==> src/color_gen_params.svh <==
// shared widths, mode codes and hue walk constants, included by the RTL and the testbench
`ifndef COLOR_GEN_PARAMS_SVH
`define COLOR_GEN_PARAMS_SVH

// one colour channel
`define COLOR_W 8

// full 8x8 product
`define PRODUCT_W 16

// mode byte codes
`define MODE_BYPASS 8'h21
`define MODE_HUE 8'hA4

// ramp increment per hue step
`define HUE_STEP 8'd7

// steps in one of the six colour segments
`define SEGMENT_LEN 42

// six segments worth of steps
`define HUE_STEPS_MAX 252

// shift-add iterations, one per multiplier bit
`define MULT_CYCLES 8

`endif

==> src/color_gen_pkg.sv <==
// types shared by the multiplier, the scaler and the testbench, imported by wildcard
`default_nettype none

`include "color_gen_params.svh"

package color_gen_pkg;

    // upper byte is the scaled level, lower byte the dropped fraction
    typedef struct packed {
        logic [`COLOR_W-1:0] level;
        logic [`COLOR_W-1:0] fraction;
    } product_split_t;

    // same product word, read whole or split
    typedef union packed {
        logic [`PRODUCT_W-1:0] full;
        product_split_t        part;
    } product_t;

endpackage

`default_nettype wire

==> src/hue_generator.sv <==
// walks the hue through six colour segments, lifts by white and launches one scaling frame
`default_nettype none
`timescale 1ns/10ps

`include "color_gen_params.svh"

module hue_generator
(
    input  wire                 clk,
    input  wire                 reset,
    input  wire  [`COLOR_W-1:0] mode,
    input  wire  [`COLOR_W-1:0] intensity,
    input  wire  [`COLOR_W-1:0] hue_index,
    input  wire  [`COLOR_W-1:0] white_in,
    input  wire                 frame_done,
    output logic [`COLOR_W-1:0] mix_red,
    output logic [`COLOR_W-1:0] mix_green,
    output logic [`COLOR_W-1:0] mix_blue,
    output logic [`COLOR_W-1:0] white_level,
    output logic [`COLOR_W-1:0] level_scale,
    output logic                start,
    output logic                bypass_load
);

    localparam logic [2:0] S_IDLE   = 3'd0;
    localparam logic [2:0] S_PREP   = 3'd1;
    localparam logic [2:0] S_DECIDE = 3'd2;
    localparam logic [2:0] S_LIFT   = 3'd3;
    localparam logic [2:0] S_HOLD   = 3'd4;

    localparam logic [`COLOR_W-1:0] STEPS_MAX = `HUE_STEPS_MAX;
    localparam logic [`COLOR_W-1:0] SEG_LEN   = `SEGMENT_LEN;
    localparam logic [`COLOR_W-1:0] ONE_STEP  = 1;

    logic [2:0]          state;
    logic [`COLOR_W-1:0] mode_reg;
    logic [`COLOR_W-1:0] step_count;
    logic [`COLOR_W-1:0] step_target;
    logic [`COLOR_W-1:0] hue_limit;
    logic [`COLOR_W-1:0] seg_end;
    logic [2:0]          seg;
    logic [`COLOR_W-1:0] ramp_in;
    logic                ramp_down;
    logic [`COLOR_W:0]   ramp_sum;
    logic [`COLOR_W-1:0] ramp_out;

    // channel plus white, clipped at full scale
    function automatic logic [`COLOR_W-1:0] sat_add(input logic [`COLOR_W-1:0] a,
                                                    input logic [`COLOR_W-1:0] b);
        logic [`COLOR_W:0] sum;
        sum = {1'b0, a} + {1'b0, b};
        return sum[`COLOR_W] ? '1 : sum[`COLOR_W-1:0];
    endfunction

    // indices 0 and 1 both mean a single step
    always_comb
    begin
        if (hue_index < 2)
            hue_limit = ONE_STEP;
        else if (hue_index > STEPS_MAX)
            hue_limit = STEPS_MAX;
        else
            hue_limit = hue_index;
    end

    // odd segments ramp down, even ones up
    assign ramp_down = seg[0];

    always_comb
    begin
        case (seg)
            3'd0, 3'd3: ramp_in = mix_blue;
            3'd1, 3'd4: ramp_in = mix_red;
            default:    ramp_in = mix_green;
        endcase
        if (ramp_down)
            ramp_sum = {1'b0, ramp_in} - {1'b0, `HUE_STEP};
        else
            ramp_sum = {1'b0, ramp_in} + {1'b0, `HUE_STEP};
        // bit 8 is carry going up, borrow going down
        if (ramp_sum[`COLOR_W])
            ramp_out = ramp_down ? '0 : '1;
        else
            ramp_out = ramp_sum[`COLOR_W-1:0];
    end

    // raw copy only while no hue frame is running
    assign bypass_load = (state == S_IDLE) && (mode_reg == `MODE_BYPASS);

    always_ff @(posedge clk)
    begin
        if (!reset)
        begin
            state       <= S_IDLE;
            mode_reg    <= '0;
            start       <= 1'b0;
            step_count  <= '0;
            step_target <= '0;
            seg         <= '0;
            seg_end     <= '0;
        end
        else
        begin
            mode_reg <= mode;
            start    <= 1'b0;
            case (state)
                S_IDLE:
                begin
                    if (mode_reg == `MODE_HUE)
                    begin
                        step_count  <= ONE_STEP;
                        step_target <= hue_limit;
                        seg         <= '0;
                        seg_end     <= SEG_LEN;
                        state       <= S_PREP;
                    end
                end
                S_PREP:
                begin
                    state <= S_DECIDE;
                end
                S_DECIDE:
                begin
                    if (step_count < step_target)
                    begin
                        step_count <= step_count + 1'b1;
                        // last step of this segment done, move to the next
                        if (step_count >= seg_end)
                        begin
                            seg     <= seg + 1'b1;
                            seg_end <= seg_end + SEG_LEN;
                        end
                        state <= S_PREP;
                    end
                    else
                    begin
                        state <= S_LIFT;
                    end
                end
                S_LIFT:
                begin
                    start <= 1'b1;
                    state <= S_HOLD;
                end
                S_HOLD:
                begin
                    // one frame in flight, wait for the scaler
                    if (frame_done)
                        state <= S_IDLE;
                end
                default: state <= S_IDLE;
            endcase
        end
    end

    // colour levels and captured frame inputs
    always_ff @(posedge clk)
    begin
        case (state)
            S_IDLE:
            begin
                if (mode_reg == `MODE_HUE)
                begin
                    level_scale <= intensity;
                    white_level <= white_in;
                    mix_red     <= '0;
                    mix_green   <= '0;
                    mix_blue    <= '0;
                end
            end
            S_PREP:
            begin
                // fixed channels per segment, ramp channel from the adder
                case (seg)
                    3'd0:
                    begin
                        mix_red   <= '1;
                        mix_green <= '0;
                        mix_blue  <= ramp_out;
                    end
                    3'd1:
                    begin
                        mix_red   <= ramp_out;
                        mix_green <= '0;
                        mix_blue  <= '1;
                    end
                    3'd2:
                    begin
                        mix_red   <= '0;
                        mix_green <= ramp_out;
                        mix_blue  <= '1;
                    end
                    3'd3:
                    begin
                        mix_red   <= '0;
                        mix_green <= '1;
                        mix_blue  <= ramp_out;
                    end
                    3'd4:
                    begin
                        mix_red   <= ramp_out;
                        mix_green <= '1;
                        mix_blue  <= '0;
                    end
                    default:
                    begin
                        mix_red   <= '1;
                        mix_green <= ramp_out;
                        mix_blue  <= '0;
                    end
                endcase
            end
            S_LIFT:
            begin
                mix_red   <= sat_add(mix_red, white_level);
                mix_green <= sat_add(mix_green, white_level);
                mix_blue  <= sat_add(mix_blue, white_level);
            end
            default:
            begin
                // levels held for the scaler
            end
        endcase
    end

endmodule

`default_nettype wire

==> src/seq_multiplier.sv <==
// 8x8 shift-add multiplier, started by a rising load and answered with a held ready
`default_nettype none
`timescale 1ns/10ps

`include "color_gen_params.svh"

module seq_multiplier import color_gen_pkg::*;
(
    input  wire                 clk,
    input  wire                 reset,
    input  wire                 load,
    input  wire  [`COLOR_W-1:0] mult_a,
    input  wire  [`COLOR_W-1:0] mult_b,
    output product_t            product,
    output logic                ready
);

    localparam int CNT_W = $clog2(`MULT_CYCLES);
    localparam logic [CNT_W-1:0] LAST_ITER = CNT_W'(`MULT_CYCLES - 1);

    logic                   load_q;
    logic                   busy;
    logic                   launch;
    logic [CNT_W-1:0]       iter;
    logic [`PRODUCT_W-1:0]  acc;
    logic [`PRODUCT_W-1:0]  acc_next;
    logic [`PRODUCT_W-1:0]  addend;
    logic [`COLOR_W-1:0]    bits_left;

    // new request only from a fully idle unit
    assign launch = load && !load_q && !busy && !ready;

    // add the shifted multiplicand when the current bit is set
    assign acc_next = bits_left[0] ? acc + addend : acc;

    always_ff @(posedge clk)
    begin
        if (!reset)
        begin
            load_q <= 1'b0;
            busy   <= 1'b0;
            ready  <= 1'b0;
            iter   <= '0;
        end
        else
        begin
            load_q <= load;
            if (launch)
            begin
                busy <= 1'b1;
                iter <= '0;
            end
            else if (busy)
            begin
                iter <= iter + 1'b1;
                if (iter == LAST_ITER)
                begin
                    busy  <= 1'b0;
                    ready <= 1'b1;
                end
            end
            else if (ready && !load)
            begin
                // released by the falling load
                ready <= 1'b0;
            end
        end
    end

    always_ff @(posedge clk)
    begin
        if (launch)
        begin
            acc       <= '0;
            addend    <= {{(`PRODUCT_W - `COLOR_W){1'b0}}, mult_a};
            bits_left <= mult_b;
        end
        else if (busy)
        begin
            acc       <= acc_next;
            addend    <= addend << 1;
            bits_left <= bits_left >> 1;
            if (iter == LAST_ITER)
                product.full <= acc_next;
        end
    end

endmodule

`default_nettype wire

==> src/intensity_scaler.sv <==
// scales white, red, green and blue by the intensity byte through the shared multiplier
`default_nettype none
`timescale 1ns/10ps

`include "color_gen_params.svh"

module intensity_scaler import color_gen_pkg::*;
(
    input  wire                 clk,
    input  wire                 reset,
    input  wire                 start,
    input  wire                 bypass_load,
    input  wire                 ready,
    input  wire  [`COLOR_W-1:0] mix_red,
    input  wire  [`COLOR_W-1:0] mix_green,
    input  wire  [`COLOR_W-1:0] mix_blue,
    input  wire  [`COLOR_W-1:0] white_level,
    input  wire  [`COLOR_W-1:0] level_scale,
    input  wire  [`COLOR_W-1:0] white_in,
    input  wire  [`COLOR_W-1:0] red_in,
    input  wire  [`COLOR_W-1:0] green_in,
    input  wire  [`COLOR_W-1:0] blue_in,
    input  wire  product_t      product,
    output logic [`COLOR_W-1:0] mult_a,
    output logic [`COLOR_W-1:0] mult_b,
    output logic [`COLOR_W-1:0] white_out,
    output logic [`COLOR_W-1:0] red_out,
    output logic [`COLOR_W-1:0] green_out,
    output logic [`COLOR_W-1:0] blue_out,
    output logic                load,
    output logic                frame_done
);

    localparam logic [1:0] S_IDLE = 2'd0;
    localparam logic [1:0] S_MULT = 2'd1;
    localparam logic [1:0] S_OUT  = 2'd2;

    // channel order white, red, green, blue
    localparam logic [1:0] CH_LAST = 2'd3;

    logic [1:0]          state;
    logic [1:0]          chan;
    logic [`COLOR_W-1:0] chan_level;
    logic [`COLOR_W-1:0] scaled [4];

    always_comb
    begin
        case (chan)
            2'd0:    chan_level = white_level;
            2'd1:    chan_level = mix_red;
            2'd2:    chan_level = mix_green;
            default: chan_level = mix_blue;
        endcase
    end

    always_ff @(posedge clk)
    begin
        if (!reset)
        begin
            state      <= S_IDLE;
            chan       <= '0;
            load       <= 1'b0;
            frame_done <= 1'b0;
            white_out  <= '0;
            red_out    <= '0;
            green_out  <= '0;
            blue_out   <= '0;
        end
        else
        begin
            frame_done <= 1'b0;
            case (state)
                S_IDLE:
                begin
                    if (start)
                    begin
                        chan  <= '0;
                        state <= S_MULT;
                    end
                    else if (bypass_load)
                    begin
                        white_out <= white_in;
                        red_out   <= red_in;
                        green_out <= green_in;
                        blue_out  <= blue_in;
                    end
                end
                S_MULT:
                begin
                    // ready still high from the last channel blocks a new load
                    if (!load && !ready)
                    begin
                        load <= 1'b1;
                    end
                    else if (load && ready)
                    begin
                        load <= 1'b0;
                        chan <= chan + 1'b1;
                        if (chan == CH_LAST)
                            state <= S_OUT;
                    end
                end
                S_OUT:
                begin
                    // all four outputs move together with the pulse
                    white_out  <= scaled[0];
                    red_out    <= scaled[1];
                    green_out  <= scaled[2];
                    blue_out   <= scaled[3];
                    frame_done <= 1'b1;
                    state      <= S_IDLE;
                end
                default: state <= S_IDLE;
            endcase
        end
    end

    // operands follow the channel, steady while load is high
    always_ff @(posedge clk)
    begin
        mult_a <= level_scale;
        mult_b <= chan_level;
        if ((state == S_MULT) && load && ready)
            scaled[chan] <= product.part.level;
    end

endmodule

`default_nettype wire

==> src/color_gen.sv <==
// RGBW colour wheel top level, hue generator feeding the scaler and its multiplier
`default_nettype none
`timescale 1ns/10ps

`include "color_gen_params.svh"

module color_gen import color_gen_pkg::*;
(
    input  wire                 clk,
    input  wire                 reset,
    input  wire  [`COLOR_W-1:0] mode,
    input  wire  [`COLOR_W-1:0] intensity,
    input  wire  [`COLOR_W-1:0] hue_index,
    input  wire  [`COLOR_W-1:0] white_in,
    input  wire  [`COLOR_W-1:0] red_in,
    input  wire  [`COLOR_W-1:0] green_in,
    input  wire  [`COLOR_W-1:0] blue_in,
    output logic [`COLOR_W-1:0] white_out,
    output logic [`COLOR_W-1:0] red_out,
    output logic [`COLOR_W-1:0] green_out,
    output logic [`COLOR_W-1:0] blue_out,
    output logic                frame_done
);

    // generator to scaler
    logic [`COLOR_W-1:0] mix_red;
    logic [`COLOR_W-1:0] mix_green;
    logic [`COLOR_W-1:0] mix_blue;
    logic [`COLOR_W-1:0] white_level;
    logic [`COLOR_W-1:0] level_scale;
    logic                start;
    logic                bypass_load;

    // scaler to multiplier
    logic [`COLOR_W-1:0] mult_a;
    logic [`COLOR_W-1:0] mult_b;
    logic                load;
    logic                ready;
    product_t            product;

    hue_generator hue_generator_inst (
        .clk         (clk),
        .reset       (reset),
        .mode        (mode),
        .intensity   (intensity),
        .hue_index   (hue_index),
        .white_in    (white_in),
        .frame_done  (frame_done),
        .mix_red     (mix_red),
        .mix_green   (mix_green),
        .mix_blue    (mix_blue),
        .white_level (white_level),
        .level_scale (level_scale),
        .start       (start),
        .bypass_load (bypass_load)
    );

    intensity_scaler intensity_scaler_inst (
        .clk         (clk),
        .reset       (reset),
        .start       (start),
        .bypass_load (bypass_load),
        .ready       (ready),
        .mix_red     (mix_red),
        .mix_green   (mix_green),
        .mix_blue    (mix_blue),
        .white_level (white_level),
        .level_scale (level_scale),
        .white_in    (white_in),
        .red_in      (red_in),
        .green_in    (green_in),
        .blue_in     (blue_in),
        .product     (product),
        .mult_a      (mult_a),
        .mult_b      (mult_b),
        .white_out   (white_out),
        .red_out     (red_out),
        .green_out   (green_out),
        .blue_out    (blue_out),
        .load        (load),
        .frame_done  (frame_done)
    );

    seq_multiplier seq_multiplier_inst (
        .clk     (clk),
        .reset   (reset),
        .load    (load),
        .mult_a  (mult_a),
        .mult_b  (mult_b),
        .product (product),
        .ready   (ready)
    );

endmodule

`default_nettype wire

==> config.mk <==
export PLATFORM = sky130hd
export DESIGN_NAME = color_gen
export DESIGN_NICKNAME = d
export VERILOG_FILES = /design/src/color_gen_pkg.sv /design/src/hue_generator.sv /design/src/seq_multiplier.sv /design/src/intensity_scaler.sv /design/src/color_gen.sv
export VERILOG_INCLUDE_DIRS = /design/src
export SDC_FILE = /design/constraint.sdc
export NUM_CORES = 1
export LEC_CHECK = 0
export ABC_AREA = 1
export BUFFER_PORTS_ARGS = -buffer_cell sky130_fd_sc_hd__buf_2
export CAP_MARGIN = 0
export CORE_ASPECT_RATIO = 0.5
export CORE_MARGIN = 2
export CORE_UTILIZATION = 55
export DETAILED_ROUTE_END_ITERATION = 10
export GPL_TIMING_DRIVEN = 0
export PLACE_DENSITY = 0.77
export SLEW_MARGIN = 0
export SYNTH_ARGS = -nofsm -noshare
export SYNTH_HDL_FRONTEND = slang
export SYNTH_SLANG_ARGS = --single-unit
==> constraint.sdc <==
create_clock -name clk -period 3.8 [get_ports clk]
set_input_delay 0.38 -clock clk [delete_from_list [all_inputs] [get_ports clk]]
set_output_delay 0.38 -clock clk [all_outputs]
set_load 0.01 [all_outputs]
---- Word-level counts from Yosys, hierarchy flattened ----
Memories as Yosys holds them, arrays and structs flattened.
Index checks and enable logic that the tools add are counted.
word-level totals
  flip-flop bits (word level) ............. 195
  bits in writable memories ............... 32
  output and inout bits ................... 33
  word-level logic and storage cells ...... 188
  memories kept ........................... 1
operators by class
  $add $sub $neg .......................... 11
  magnitude comparators ................... 4
  equal/unequal tests ..................... 27
  mux-type cells .......................... 70
  bitwise logic cells ..................... 2
  reduce and logical (&&, ||, !) cells .... 42
memories
  memory                        words  width  read ports  clocked after Yosys merged registers in  write ports  RTL line                source
  intensity_scaler_inst.scaled  4      8      4           0                                        1            intensity_scaler.sv:44  logic [`COLOR_W-1:0] scaled [4];
operators with widths
  kind                   count
  $mux W8                25
  $pmux W8 S2            10
  $pmux W8 S3            4
  $add A8 B8 Y9          3
  $add A16 B16 Y16       1
  $mux W16               1
  $mux W2                8
  $mux W3                5
  $pmux W3 S5            1
  $reduce_or A2 Y1       7
  $eq A3 B2 Y1 const B   4
  $mux W1                12
  $ne A2 B2 Y1 const B   6
  $reduce_and A3 Y1      4
  $reduce_and A4 Y1      3
  $reduce_bool A2 Y1     6
  $ne A2 B1 Y1 const B   5
  $add A8 B3 Y9 const B  1
  $eq A3 B3 Y1 const B   3
  $logic_and A1 B1 Y1    9
  $mux W9                1
  $sub A8 B3 Y9 const B  1
  $add A8 B1 Y8 const B  1
  $add A8 B6 Y8 const B  1
  19 further kinds       34

---- Logic depth before layout (Yosys ltp) ----
  depth in word-level cells ............... 8
  gate-level depth with buffers ........... 22

---- Modules after synthesis ----
From an unflattened synthesis, not the netlist that was laid out.
unflattened totals
  cells, all modules ...................... 1496
  area total of the unflattened synthesis .. 12030.3 µm²
modules (own cells, without submodules)
  module            times used  cells an instance  area each (µm²)  seq. area each (µm²)
  hue_generator     1           673                5253.8           1961.9
  intensity_scaler  1           400                3479.6           2042.0
  seq_multiplier    1           423                3296.9           1561.5

---- Worst setup path after synthesis ----
No wires, ideal clock.
  path type ............................... register to register
  start point ............................. register hue_generator_inst.seg[0]
  end point ............................... register hue_generator_inst.mix_blue[0] (data pin)
  setup time .............................. 256 ps
  arrival ................................. 3031 ps
  setup slack ............................. 513 ps
  stages on the path, launching flop included .. 20
  cell sequence ........................... dfxtp_1 > inv_1 > ha_1 > inv_1 > nand2_1 > nand2_1 > inv_1 > clkbuf_1 > a21oi_1 > a22oi_1 > ha_1 > a21o_1 > a31oi_1 > nand2_1 > nand2_1 > nand2_1 > o21ai_0 > o21ai_0 > nand2_1 > nand2_1
on the way
  longest elaborated chain between the ends .. 8
  elaborated cells between the ends (all ways) .. 16
  those cells by class .................... add/sub: 2; eq/ne: 4; mux: 6; reduce/logical: 4
ends and longest elaborated chain
  what                                                   RTL line                                  source
  start: declaration                                     hue_generator.sv:41                       logic [2:0] seg;
  start signal: assignment                               hue_generator.sv:130                      seg <= seg + 1'b1;
  $eq A3 B3 Y1, or another cell as far along             hue_generator.sv:71                       case (seg)
  $reduce_or A2 Y1 (no source line)                      n/a
  $pmux W8 S2                                            hue_generator.sv:71
  $add A8 B3 Y9 / $sub A8 B3 Y9 (equally long branches)  hue_generator.sv:79, hue_generator.sv:77
  $mux W9                                                hue_generator.sv:76                       if (ramp_down)
  $mux W8                                                hue_generator.sv:81                       if (ramp_sum[`COLOR_W])
  $pmux W8 S2 (*)                                        hue_generator.sv:174                      case (seg)
  $pmux W8 S3 (*)                                        hue_generator.sv:159                      case (state)
  end signal: assignment                                 hue_generator.sv:179                      mix_blue <= ramp_out;
  end signal: assignment                                 hue_generator.sv:197                      mix_blue <= ramp_out;
  end signal: assignment                                 hue_generator.sv:217                      mix_blue <= sat_add(mix_blue, white_level);
  end: declaration                                       hue_generator.sv:18                       output logic [`COLOR_W-1:0] mix_blue,
Every way passes the cells marked *; elsewhere a longest branch is shown, timed or not.
A chain may end at the register's enable or synchronous reset.

---- Worst setup path after layout ----
  start point ............................. register hue_generator_inst.seg[0]
  end point ............................... register hue_generator_inst.mix_blue[7] (data pin)
The elaborated chain is that of the path after synthesis.

==> run metrics <==
Fill cells=1,637; gr usage total=26.9%; hold depth=1; Vias=9,822; crit path max fanout=10; Slowest-stage cell, CP=dfxtp_4; IO Pins=91; crit-path most repeated cell=nand2_1; WP data required=4.06 ns; DIE AREA=21,700 µm²; Reg2Reg Setup Slack=0.20 ns; Internal=3880 µW; Distinct cells, synth=46; Synth Instances=1,328; Comb pwr share=8.5%; critical setup path kind=flip-flop to flip-flop; biggest regs=intensity_scaler_inst.scaled (32), seq_multiplier_inst.acc (16), seq_multiplier_inst.addend (16); Syn Std Cell Area=11,200 µm²; CP Launch Type=flip-flop; count leader, synth=nand2_1; #FFs+latches synth=218; setup TNS=0 ns; syn nets=1,467; reg-to-reg critical path startpoint=hue_generator_inst.seg[0]$_SDFFE_PN0P_; Post-synth top cells=nand2_1, inv_1, dfxtp_1; final worst path period need=3.60 ns; wire length per cell=16.5 µm; total wire length=28,500 µm; Die H=105 µm; top-area cell type share of the netlist area=25.6%; CP delay by family, top=simple AND/OR/NAND/NOR gates; layout cell share with drive strength beyond 1=11.1%; Placed Area=12,100 µm²; clock latency at the later pin of the worst-skew pair=0.51 ns; maxcap violations=0; YS warnings=0; Routed Antenna Nets=0; max reg flops=32; Crit. End Element=flip-flop; P&R area growth vs syn=13.7%; DRC=0; EDFF count, synth=96; top cells by area, synth=edfxtp_1, dfxtp_1, nand2_1; GP Congestion=0.987; Nets=1,583; asr flop ratio synth=0%; Port-buffer cells=90; Biggest register=intensity_scaler_inst.scaled; Final Max Tran Viols=0; Worst-path clk slew=0.07 ns; WHS Endpoint=hue_generator_inst.level_scale[4]$_DFFE_PP_; FP Rows=36; Hold Buf Count CTS=0; Static Leak=0.00577 µW; # H-tree levels=1; Tcrit/Tclk final=94.6%; initial core utilization=57.0%; Main synth FF type=dfxtp_1; switching power=1190 µW; post-synth top area cell=edfxtp_1; Seq pwr share=49.9%; 1st-pass router iterations=6; first-pass GRT wire length=46,800 µm; sequential fraction of the synthesis area=47.4%; pwr/cell area=396 nW/µm²; skew final=0.0148 ns; Hold Crit Class=input port to flip-flop; Worst VDD drop=0.000378 V; CTS Buf Count=20; Sw Share=23.4%; Worst Hold Launch=intensity[4]; Remaining Overflow, GRT=0; crit path cell chain=clkinvlp_4 -> ha_1 -> inv_1 -> nand2_1 -> nand2_2 -> inv_1 -> buf_2 -> a21oi_1 -> a22oi_2 -> ha_1 -> inv_2 -> o21ai_0 -> a31oi_1 -> nand3_2 -> nand2_1 -> inv_1 -> nand3_1 -> nand3_1 -> nand2_1 -> nand2_1 -> nand2_1; Clk pwr share=41.5%; Die Span X=206 µm; CTS tree=yes; Worst Path Buf+Inv=6; vias in the first global route=9,553; HPWL Detailed=21,200 µm; Worst EP arrival=3.86 ns; initial antenna violation count=0; Setup violations, final=0; # diodes=0; Reg2Reg Capture Point=hue_generator_inst.mix_blue[7]$_DFFE_PP_; largest net degree at the start of global routing=25; Clock Tree Buf Depth=3; outcome=complete, no violations; mean post-synth cell area=8.47 µm²; final hold violation count=0; Via density=5.70; clk sinks=218; Max-slew headroom=25.6%; Starting DRT DRC Count=858; Peak Freq=278 MHz; crit-path max cell delay=0.39 ns; root buffer cell=clkbuf_16; finished layout cell area=12,800 µm²; Slew @ Worst Pin=1.11 ns; core area=19,700 µm²; Reg2Reg Depth=21
[layout by cell type, fill, tap and decap left out, types with 21 or more instances in the layout]
cell / count
o21ai_1: 32
inv_1: 147
o21ai_0: 80
nand2_1: 304
clkbuf_1: 31
ha_1: 76
edfxtp_1: 96
nor2_1: 80
a31oi_1: 36
a21oi_1: 89
clkbuf_16: 21
nand3_1: 70
xor2_1: 25
dfxtp_1: 121
buf_2: 97
[stage by stage]
| step | power [µW] | worst slack (ns) | utilization (%) | hold slack (ns) | instances |
|---|---|---|---|---|---|
| final | 5070 | 0.205 | 64.8 | 0.0458 | 1724 |
| after global routing | 5250 | -0.0245 | 64.8 | 0.0295 | 1724 |
| after CTS | 5080 | 0.0485 | 64.7 | 0.0360 | 1723 |
| after detailed placement | 3010 | -0.459 | 61.1 | 0.333 | 1685 |
| after global placement | 2990 | -0.269 | 61.0 | 0.324 | 1684 |
| after floorplan | 2890 | 0.513 | - | 0.323 | 1328 |
[repair_timing]
action	4_1_cts	5_1_grt
endpoints found under the setup margin	24	24
buffers inserted	2	1
pin swaps	1	1
resized for setup	6	13
[final cells by class]
cell class / count / area [µm²] / area share, %
Tap cell: 266 / 333 / 2.60
Clock buffer: 22 / 529 / 4.14
Timing Repair Buffer: 94 / 488 / 3.82
Buffer: 44 / 200 / 1.57
Clock inverter: 14 / 154 / 1.20
Multi-Input combinational cell: 911 / 5170 / 40.4
Sequential cell: 218 / 5330 / 41.7
Inverter: 155 / 586 / 4.58
[power groups by stage]
stage	Clock (µW)	Sequential [µW]	Combinational, µW
6_report	2110	2530	431
3_5_place_dp	0	2580	424
4_1_cts	2130	2530	427
5_1_grt	2220	2540	494
3_3_place_gp	0	2580	409
2_1_floorplan	0	2570	313
[worst max path at each step]
stage                                                 from                                  endpoint  slack [ns]  depth (start not counted)
detailed placement  hue_generator_inst.seg[0]$_SDFFE_PN0P_  hue_generator_inst.mix_blue[2]$_DFFE_PP_       -0.46                         20
global placement    hue_generator_inst.seg[0]$_SDFFE_PN0P_  hue_generator_inst.mix_blue[2]$_DFFE_PP_       -0.27                         20
finish              hue_generator_inst.seg[0]$_SDFFE_PN0P_  hue_generator_inst.mix_blue[7]$_DFFE_PP_        0.20                         21
CTS                 hue_generator_inst.seg[0]$_SDFFE_PN0P_  hue_generator_inst.mix_blue[7]$_DFFE_PP_        0.05                         22
global route        hue_generator_inst.seg[0]$_SDFFE_PN0P_  hue_generator_inst.mix_blue[7]$_DFFE_PP_       -0.02                         22
floorplan           hue_generator_inst.seg[0]$_SDFFE_PN0P_  hue_generator_inst.mix_blue[0]$_DFFE_PP_        0.51                         19
[metal layers]
metal  global-route usage, %  part of all wire, %
met5                       0                    0
met4                    7.50                  2.4
met3                    4.83                  7.3
met2                    45.0                   47
met1                    35.9                   43
[cells by family (layout without fill, tap and decap cells)]
logic type | after synthesis | in the layout | share of synthesized area, %
buffers and inverters | 199 | 329 | 6.91
AO/OA/AOI/OAI | 294 | 294 | 15.0
flip-flops | 218 | 218 | 47.4
XOR/XNOR | 37 | 37 | 2.88
adder cells (fa/ha/maj) | 81 | 81 | 9.35
AND/OR/NAND/NOR | 499 | 499 | 18.5
Power figures use the tool's default switching activity.
